### config.mk
export PLATFORM = sky130hd
export DESIGN_NAME = uart_cmd_ctrl
export DESIGN_NICKNAME = d
export VERILOG_FILES = /design/src/hdl/ecs_pkg.sv /design/src/hdl/cmd_decoder.sv /design/src/hdl/dds_config_regs.sv /design/src/hdl/reply_framer.sv /design/src/hdl/reply_fsm.sv /design/src/hdl/sample_read_counter.sv /design/src/hdl/uart_cmd_ctrl.sv
export SDC_FILE = /design/constraint.sdc
export NUM_CORES = 1
export LEC_CHECK = 0
export BUFFER_PORTS_ARGS = -buffer_cell sky130_fd_sc_hd__buf_2
export CAP_MARGIN = 20
export CORE_MARGIN = 3
export CORE_UTILIZATION = 48
export DETAILED_ROUTE_END_ITERATION = 10
export HOLD_SLACK_MARGIN = 0.08
export PLACE_DENSITY_LB_ADDON = 0.15
export SLEW_MARGIN = 20
export SYNTH_ARGS = -nofsm -noshare
export SYNTH_HDL_FRONTEND = slang
export SYNTH_SLANG_ARGS = --single-unit
### constraint.sdc
create_clock -name clk_50m -period 2.2 [get_ports clk_50m]
set_input_delay 0.44 -clock clk_50m [delete_from_list [all_inputs] [get_ports clk_50m]]
set_output_delay 0.44 -clock clk_50m [all_outputs]
set_load 0.02 [all_outputs]
### src/hdl/ecs_pkg.sv
package ecs_pkg;

	// length always comes from arg_hi/arg_lo
	parameter int len_w = 16;

	// received command, code byte first
	typedef struct packed {
		logic [7:0] code;
		logic [7:0] sub;
		logic [7:0] arg_hi;
		logic [7:0] arg_lo;
		logic [7:0] check;   // xor of the four bytes above
	} cmd_frame_t;

	// reply to host, b1 goes out first
	typedef struct packed {
		logic [7:0] b1;
		logic [7:0] b2;
		logic [7:0] b3;
		logic [7:0] b4;
	} tx_frame_t;

	typedef enum logic [2:0] {
		wave_dc     = 3'd0,
		wave_sine   = 3'd1,
		wave_saw    = 3'd2,
		wave_tri    = 3'd3,
		wave_square = 3'd4
	} wave_t;

	typedef struct packed {
		wave_t       wave;
		logic [13:0] duty;
		logic [11:0] freq_incr;   // phase step per dds clock
		logic [15:0] amp;
		logic [15:0] bias;        // offset binary, 8000 is mid scale
	} dds_cfg_t;

	typedef struct packed {
		logic [7:0] dio1;
		logic [7:0] dio2;
		logic [7:0] dio3;
	} dio_t;

	typedef enum logic [3:0] {
		op_none,
		op_dio,
		op_link_off,
		op_link_on,
		op_wave,
		op_duty,
		op_freq,
		op_amp,
		op_bias,
		op_read_start,
		op_read_stop
	} cmd_op_t;

	typedef enum logic [1:0] {
		st_beacon,
		st_idle,
		st_muted,
		st_read
	} reply_state_t;

	// code bytes
	localparam logic [7:0] code_link   = 8'h02;
	localparam logic [7:0] code_dds    = 8'h03;
	localparam logic [7:0] code_adc    = 8'h04;
	localparam logic [3:0] code_dio    = 4'h1;   // high nibble only
	localparam logic [7:0] code_sample = 8'h20;
	localparam logic [7:0] code_beacon = 8'h55;

	// sub bytes, meaning depends on code
	localparam logic [7:0] sub_link_off = 8'h01;
	localparam logic [7:0] sub_link_on  = 8'h02;
	localparam logic [7:0] sub_wave     = 8'h01;
	localparam logic [7:0] sub_freq     = 8'h02;
	localparam logic [7:0] sub_amp      = 8'h03;
	localparam logic [7:0] sub_bias     = 8'h04;
	localparam logic [7:0] sub_duty     = 8'h08;
	localparam logic [7:0] sub_rd_start = 8'h03;
	localparam logic [7:0] sub_rd_stop  = 8'h04;

	// power-up outputs
	localparam dio_t dio_rst = '{dio1: 8'hFF, dio2: 8'h00, dio3: 8'h00};
	localparam dds_cfg_t dds_cfg_rst = '{
		wave:      wave_sine,
		duty:      14'h2000,
		freq_incr: 12'h001,
		amp:       16'hFFFF,
		bias:      16'h8000
	};

endpackage

### src/hdl/cmd_decoder.sv
`timescale 1ns/1ps

module cmd_decoder import ecs_pkg::*; (
	input  logic        clk_50m,
	input  logic        rst,
	input  cmd_frame_t  rx_frame,
	input  logic        rx_ready,
	output logic        cmd_valid,
	output cmd_op_t     cmd_op,
	output logic [23:0] cmd_arg
);

	logic    chk_ok;   // check byte matches
	cmd_op_t op_dec;

	assign chk_ok = (rx_frame.check ==
		(rx_frame.code ^ rx_frame.sub ^ rx_frame.arg_hi ^ rx_frame.arg_lo));

	// code/sub lookup, anything unknown is op_none
	always_comb
	begin
		op_dec = op_none;
		if (rx_frame.code[7:4] == code_dio)
			op_dec = op_dio;
		else if (rx_frame.code == code_link && rx_frame.arg_hi == 8'h00)
		begin
			if (rx_frame.sub == sub_link_off)
				op_dec = op_link_off;
			else if (rx_frame.sub == sub_link_on)
				op_dec = op_link_on;
		end
		else if (rx_frame.code == code_dds)
		begin
			case (rx_frame.sub)
				sub_wave: op_dec = op_wave;
				sub_duty: op_dec = op_duty;
				sub_freq: op_dec = op_freq;
				sub_amp:  op_dec = op_amp;
				sub_bias: op_dec = op_bias;
				default:  op_dec = op_none;
			endcase
		end
		else if (rx_frame.code == code_adc)
		begin
			if (rx_frame.sub == sub_rd_start)
				op_dec = op_read_start;
			else if (rx_frame.sub == sub_rd_stop)
				op_dec = op_read_stop;
		end
	end

	always_ff @(posedge clk_50m)
	begin
		if (!rst)
		begin
			cmd_valid <= 1'b0;
			cmd_op    <= op_none;
		end
		else
		begin
			cmd_valid <= rx_ready && chk_ok;   // bad frames vanish here
			if (rx_ready && chk_ok)
				cmd_op <= op_dec;
		end
	end

	// sub, arg_hi, arg_lo
	always_ff @(posedge clk_50m)
	begin
		if (rx_ready && chk_ok)
			cmd_arg <= {rx_frame.sub, rx_frame.arg_hi, rx_frame.arg_lo};
	end

endmodule

### src/hdl/dds_config_regs.sv
`timescale 1ns/1ps

module dds_config_regs import ecs_pkg::*; (
	input  logic        clk_50m,
	input  logic        rst,
	input  logic        cmd_valid,
	input  cmd_op_t     cmd_op,
	input  logic [23:0] cmd_arg,
	output dio_t        dio,
	output dds_cfg_t    dds_cfg
);

	logic [7:0] arg_sub;
	logic [7:0] arg_hi;
	logic [7:0] arg_lo;

	assign arg_sub = cmd_arg[23:16];
	assign arg_hi  = cmd_arg[15:8];
	assign arg_lo  = cmd_arg[7:0];

	// one field per opcode, rest hold
	always_ff @(posedge clk_50m)
	begin
		if (!rst)
		begin
			dio     <= dio_rst;
			dds_cfg <= dds_cfg_rst;
		end
		else if (cmd_valid)
		begin
			case (cmd_op)
				op_dio:
				begin
					dio.dio1 <= arg_sub;
					dio.dio2 <= arg_hi;
					dio.dio3 <= arg_lo;
				end
				op_wave: dds_cfg.wave      <= wave_t'(arg_hi[2:0]);   // 5..7 passed as is
				op_duty: dds_cfg.duty      <= {arg_hi[5:0], arg_lo};
				op_freq: dds_cfg.freq_incr <= {arg_hi[3:0], arg_lo};
				op_amp:  dds_cfg.amp       <= {arg_hi, arg_lo};
				op_bias: dds_cfg.bias      <= {arg_hi, arg_lo};
				default: ;   // link and read ops handled elsewhere
			endcase
		end
	end

endmodule

### src/hdl/reply_framer.sv
`timescale 1ns/1ps

module reply_framer import ecs_pkg::*; #(
	parameter int addr_w   = 8,
	parameter int sample_w = 14
) (
	input  logic                clk_50m,
	input  logic                rst,
	input  logic [1:0]          frame_sel,
	input  logic [addr_w-1:0]   adc_rd_addr,
	input  logic [sample_w-1:0] adc_sample,
	output tx_frame_t           tx_frame
);

	logic [15:0] samp_ext;   // zero padded to two bytes

	assign samp_ext = 16'(adc_sample);

	always_ff @(posedge clk_50m)
	begin
		if (!rst)
			tx_frame <= tx_frame_t'({4{code_beacon}});
		else if (frame_sel[1])
		begin
			tx_frame.b1 <= code_sample;
			tx_frame.b2 <= 8'(adc_rd_addr);   // low address byte
			tx_frame.b3 <= samp_ext[15:8];
			tx_frame.b4 <= samp_ext[7:0];
		end
		else if (frame_sel[0])
			tx_frame <= tx_frame_t'({4{code_beacon}});
		// otherwise hold, host may still be sending it
	end

endmodule

### src/hdl/reply_fsm.sv
`timescale 1ns/1ps

module reply_fsm import ecs_pkg::*; (
	input  logic         clk_50m,
	input  logic         rst,
	input  logic         cmd_valid,
	input  cmd_op_t      cmd_op,
	input  logic         len_zero,
	input  logic         tx_done,
	input  logic         last,
	output logic         cnt_load,
	output logic         cnt_step,
	output logic [1:0]   frame_sel,   // [1] load sample, [0] load beacon
	output logic         tx_en,
	output reply_state_t state
);

	reply_state_t state_nxt;
	logic [1:0]   fetch_wait;   // ram address to sample delay
	logic         frame_out;    // host took the current frame

	assign frame_out = tx_done && tx_en && (state == st_read);

	// entry to st_read, also restarts a running read
	assign cnt_load = cmd_valid && (cmd_op == op_read_start) && !len_zero
		&& (state != st_muted);
	assign cnt_step = frame_out && !cnt_load;

	assign frame_sel[0] = (state == st_beacon);
	assign frame_sel[1] = fetch_wait[1] && (state == st_read);   // sample valid now

	always_comb
	begin
		state_nxt = state;
		case (state)
			st_muted:
				if (cmd_valid && cmd_op == op_link_on)
					state_nxt = st_idle;
			default:
			begin
				if (frame_out && last)
					state_nxt = st_idle;   // final frame gone
				if (cmd_valid && state == st_beacon)
					state_nxt = st_idle;   // any good frame ends the beacon
				if (cmd_valid)
				begin
					case (cmd_op)
						op_link_off:   state_nxt = st_muted;
						op_read_start: state_nxt = len_zero ? st_idle : st_read;
						op_read_stop:  state_nxt = st_idle;
						default: ;
					endcase
				end
			end
		endcase
	end

	always_ff @(posedge clk_50m)
	begin
		if (!rst)
		begin
			state      <= st_beacon;
			tx_en      <= 1'b1;
			fetch_wait <= 2'b00;
		end
		else
		begin
			state      <= state_nxt;
			fetch_wait <= {fetch_wait[0], cnt_load || cnt_step};
			if (state_nxt != st_read)
				tx_en <= (state_nxt == st_beacon);   // only beacon sends unasked
			else if (cnt_load || cnt_step)
				tx_en <= 1'b0;   // wait for the next sample
			else if (frame_sel[1])
				tx_en <= 1'b1;
		end
	end

endmodule

### src/hdl/sample_read_counter.sv
`timescale 1ns/1ps

module sample_read_counter import ecs_pkg::*; #(
	parameter int addr_w = 8
) (
	input  logic              clk_50m,
	input  logic              rst,
	input  logic              cnt_load,
	input  logic              cnt_step,
	input  logic [len_w-1:0]  len,
	output logic [addr_w-1:0] adc_rd_addr,
	output logic              last
);

	logic [len_w-1:0] idx;        // samples sent so far
	logic [len_w-1:0] idx_last;   // length minus 1

	always_ff @(posedge clk_50m)
	begin
		if (!rst)
		begin
			idx      <= '0;
			idx_last <= '0;
		end
		else if (cnt_load)
		begin
			idx      <= '0;
			idx_last <= len - 1'b1;   // len nonzero here
		end
		else if (cnt_step)
			idx <= idx + 1'b1;
	end

	// ram address wraps, full index does not
	assign adc_rd_addr = idx[addr_w-1:0];
	assign last        = (idx == idx_last);

endmodule

### src/hdl/uart_cmd_ctrl.sv
`timescale 1ns/1ps

module uart_cmd_ctrl import ecs_pkg::*; #(
	parameter int addr_w   = 8,
	parameter int sample_w = 14   // at most 16
) (
	input  logic                clk_50m,
	input  logic                rst,
	input  cmd_frame_t          rx_frame,
	input  logic                rx_ready,
	input  logic [sample_w-1:0] adc_sample,
	input  logic                tx_done,
	output dio_t                dio,
	output dds_cfg_t            dds_cfg,
	output logic [addr_w-1:0]   adc_rd_addr,
	output tx_frame_t           tx_frame,
	output logic                tx_en
);

	logic         cmd_valid;
	cmd_op_t      cmd_op;
	logic [23:0]  cmd_arg;    // sub, arg_hi, arg_lo
	logic         len_zero;
	logic         cnt_load;
	logic         cnt_step;
	logic         last;
	logic [1:0]   frame_sel;
	reply_state_t fsm_state;  // observed by the checkers

	assign len_zero = (cmd_arg[15:0] == '0);

	cmd_decoder cmd_decoder_inst (
		.clk_50m   (clk_50m),
		.rst       (rst),
		.rx_frame  (rx_frame),
		.rx_ready  (rx_ready),
		.cmd_valid (cmd_valid),
		.cmd_op    (cmd_op),
		.cmd_arg   (cmd_arg)
	);

	dds_config_regs dds_config_regs_inst (
		.clk_50m   (clk_50m),
		.rst       (rst),
		.cmd_valid (cmd_valid),
		.cmd_op    (cmd_op),
		.cmd_arg   (cmd_arg),
		.dio       (dio),
		.dds_cfg   (dds_cfg)
	);

	sample_read_counter #(
		.addr_w (addr_w)
	) sample_read_counter_inst (
		.clk_50m     (clk_50m),
		.rst         (rst),
		.cnt_load    (cnt_load),
		.cnt_step    (cnt_step),
		.len         (cmd_arg[15:0]),
		.adc_rd_addr (adc_rd_addr),
		.last        (last)
	);

	reply_fsm reply_fsm_inst (
		.clk_50m   (clk_50m),
		.rst       (rst),
		.cmd_valid (cmd_valid),
		.cmd_op    (cmd_op),
		.len_zero  (len_zero),
		.tx_done   (tx_done),
		.last      (last),
		.cnt_load  (cnt_load),
		.cnt_step  (cnt_step),
		.frame_sel (frame_sel),
		.tx_en     (tx_en),
		.state     (fsm_state)
	);

	reply_framer #(
		.addr_w   (addr_w),
		.sample_w (sample_w)
	) reply_framer_inst (
		.clk_50m     (clk_50m),
		.rst         (rst),
		.frame_sel   (frame_sel),
		.adc_rd_addr (adc_rd_addr),
		.adc_sample  (adc_sample),
		.tx_frame    (tx_frame)
	);

endmodule

==> results by group <==
Status
  • Status: finished clean

Die
  • Io pins: between 150 and 200
  • Die W: around 130 µm
  • Die ar.: 17170 µm²
  • Core Area: between 15000 and 20000 µm²
  • Die Ht: approximately 130 µm
  • Initial Util: between 40% and 50%
  • Cell row count: 45

Final layout
  • Commonest cells after routing, fill and taps aside: 182 x nand2_1, 178 x buf_2, 151 x dfxtp_1
  • Layout Nets: 1036
  • Share of cells above drive strength 1: 26.21%
  • Layout Utilization: between 60% and 70%
  • Commonest non-fill, non-tap cell in the layout: nand2_1
  • Layout area overhead: 23.39%
  • Antenna Cells: 0

Pwr
  • Max VDD drop: about 0.00056 V
  • Internal: ~5000 µW
  • Power per cell area: about 690 nW/µm²
  • Clock share of power: roughly 45%
  • Sequential power share: about half
  • Pleak: 0.003948 µW
  • Net switching power: roughly 1400 µW
  • Net Sw Frac: about a fifth
  • Comb pwr share: under 10%

Global routing
  • Global-route wire length before repair: 29.38 mm
  • Largest net degree at the start of global routing: 60
  • Vias in the first global route: ~5500
  • Antenna violations before repair: 0
  • Global route overflow: 0
  • Gr usage total: 22.45%

Yosys
  • Synth area leaders: dfxtp_1 40%, edfxtp_1 9.6%, nand2_1 9.1%
  • Area of the mapped netlist: about 7500 µm²
  • Yosys warning count: 0
  • Synth unique cells: 51
  • Post-synthesis register bit count: about 180
  • Register area share after synthesis: between 40% and 50%
  • Post-synth top area share: between 40% and 50%
  • Synth area leader: dfxtp_1
  • Mean Syn Cell Area: between 9 and 10 µm²
  • Ys async rst share: 0%
  • Primary FF master, synth: dfxtp_1
  • Cells after Synth: 804
  • Number of flops mapped to enable cells by yosys: 24

Routing
  • ANT nets after route: 0
  • DR vias: between 6000 and 7000
  • Vias per cell: around 5.0
  • Total Routed Length: around 19 mm
  • DR WL/cell: between 15 and 20 µm
  • Initial DRC count: 335
  • First-pass DRT Iterations: 5
  • DRC viols: 0

Clock network
  • Setup bufs post-CTS: 0
  • Clock Path Buffers: 2
  • Worst skew pair latency: around 430 ps
  • Root buffer cell: clkbuf_16
  • CTS tree: built
  • # clock sinks: about 180
  • Post_cts resized: 0
  • H-tree lvl count: 4
  • Clock-pin transition on the worst setup and hold timing paths: around 60 ps
  • CTS Buf Count: 17
  • Hold_buf cts: 0

Place
  • Pre-CTS setup slack: 38.16 ps
  • IO buf count: between 150 and 200
  • HPWL Detailed: 13.66 mm
  • Final GP Congestion: between 0.8 and 0.9

Critical path
  • WP data arrival: ~2300 ps
  • Data required time of the worst path: 2550 ps
  • Crit-path max FO: 16
  • Crit path largest cell delay: about 430 ps
  • Critical path origin: cmd_decoder_inst.cmd_arg[10]
  • CP endpoint: sample_read_counter_inst.idx[3]
  • Flop2flop setup slack: around 220 ps
  • Crit path launch type: register
  • Crit-path cells: nor4_1 -> buf_4 -> and4_1 -> nor3_2 -> nand2b_1 -> a21oi_1
  • Crit-path slowest cell: nand2b_1
  • RR Endpoint: sample_read_counter_inst.idx[3]
  • Worst reg2reg startpoint: cmd_decoder_inst.cmd_arg[10]
  • Reg2Reg Depth: 6
  • CP Class: register to register
  • Worst setup EP type: register

Timing
  • Min Clock Period, post-route: 1977 ps
  • # setup viols final: 0
  • Max-slew headroom: a little under two fifths
  • Fmax: about 510 MHz
  • Final Max Tran Viols: 0
  • Worst Skew: around 8.5 ps
  • Worst slew pin tran: approximately 940 ps
  • Final Hold Viols: 0
  • Final worst setup slack: 222.5 ps
  • Period utilization: approximately nine tenths
  • RSZ-0062 raised after global routing: false

Hold path
  • HP Class: primary input to register

Run
  • Maxcap violations: 0
## area by class of cell
cell class	instances	area [µm²]
clock inverters	7	50.05
multi-input cells	555	3426
repair buffers	222	1246
inverters	4	15.01
clock buffers	25	516.7
flip-flops and latches	175	3744
fillers	1366	5997
well taps	211	264.0
## worst min-delay path by stage
stage	startpoint	to	cells after the start	slack [ps]
after detailed placement	reply_fsm_inst.fetch_wait[0]	reply_fsm_inst.fetch_wait[1]	1	430
final	rx_frame[10]	cmd_decoder_inst.cmd_arg[2]	1	220
after CTS	rx_frame[10]	cmd_decoder_inst.cmd_arg[2]	1	200
after global routing	rx_frame[13]	cmd_decoder_inst.cmd_arg[5]	1	200
after floorplan	reply_fsm_inst.fetch_wait[0]	reply_fsm_inst.fetch_wait[1]	1	410
after global placement	reply_fsm_inst.fetch_wait[0]	reply_fsm_inst.fetch_wait[1]	1	420
## sequential cells by signal (all words and copies together), names as in the netlist
register,cells
dds_config_regs_inst.dds_cfg,61
cmd_decoder_inst.cmd_arg,24
dds_config_regs_inst.dio,24
reply_framer_inst.tx_frame,24
sample_read_counter_inst.idx,16
sample_read_counter_inst.idx_last,16
cmd_decoder_inst.cmd_op,4
reply_fsm_inst.fetch_wait,2
reply_fsm_inst.state,2
cmd_decoder_inst.cmd_valid,1
reply_fsm_inst.tx_en,1
## power by group through the flow
stage               clock network, µW  registers (µW)  logic (µW)
CTS                              2910            3240         296
global route                     3030            3240         321
detailed placement                  0            3310         295
global placement                    0            3310         294
finish                           2840            3240         294
floorplan                           0            3310         183
## worst max-delay path, delay by kind of cell, from the launching register on
kind / cells / cell delay (ps)
AOI/OAI and AO/OA: 1 / 240
buffers and inverters: 1 / 180
and+or+nand+nor: 4 / 1080
DFF: 1 / 390
## synthesized netlist by cell type (all sizes together) (2+ instances only)
master  count
nor4        8
and3        4
nor2b      31
inv         4
nand3b      4
mux2i      18
dfxtp     151
and2        6
a21boi     47
o211ai      4
xor2       28
ha          3
nand4       9
nand2     182
o22ai      11
nor3b       5
nor2       31
xnor2      37
o21a        2
a21oi       8
and4        4
buf        27
clkbuf     46
nor3       14
nand3      38
o21ai      10
a22oi      11
nand4b      3
edfxtp     24
or3         3
xnor3       7
o211a      11
and3b       3
## per-stage QoR
stage / std cells / instance area [µm²] / power (µW) / hold WS (ps) / setup TNS [ps]
2_1_floorplan: 807 / 7517 / 3497 / 411.9 / -3555
5_1_grt: 1199 / 9261 / 6593 / 203.4 / 0
4_1_cts: 1199 / 9261 / 6448 / 198.4 / 0
3_3_place_gp: 1167 / 8695 / 3608 / 415.4 / 0
3_5_place_dp: 1167 / 8695 / 3609 / 426.6 / 0
6_report: 1199 / 9261 / 6382 / 216.6 / 0
## kinds of logic (layout without fill, tap and decap cells)
family,Yosys count,count (layout),share of synthesized area [%]
AND/OR/NAND/NOR,350,350,22.27
XOR/XNOR,72,72,9.685
other,1,4,0.04996
multiplexers,18,18,2.400
flip-flops,175,175,49.87
AO/OA/AOI/OAI,108,108,10.45
buffers and inverters,77,258,4.767
adder cells (fa/ha/maj),3,3,0.5001
## metal layers
layer / up-vias / global-route usage [%] / share of wire, %
li1: 3047 / - / -
met1: 2783 / 30.67 / 45
met2: 190 / 35.04 / 46
met3: 26 / 5.186 / 6.3
met4: 0 / 8.046 / 2.3
met5: - / 0 / 0
Note: power is estimated with default switching activity, not from simulation.
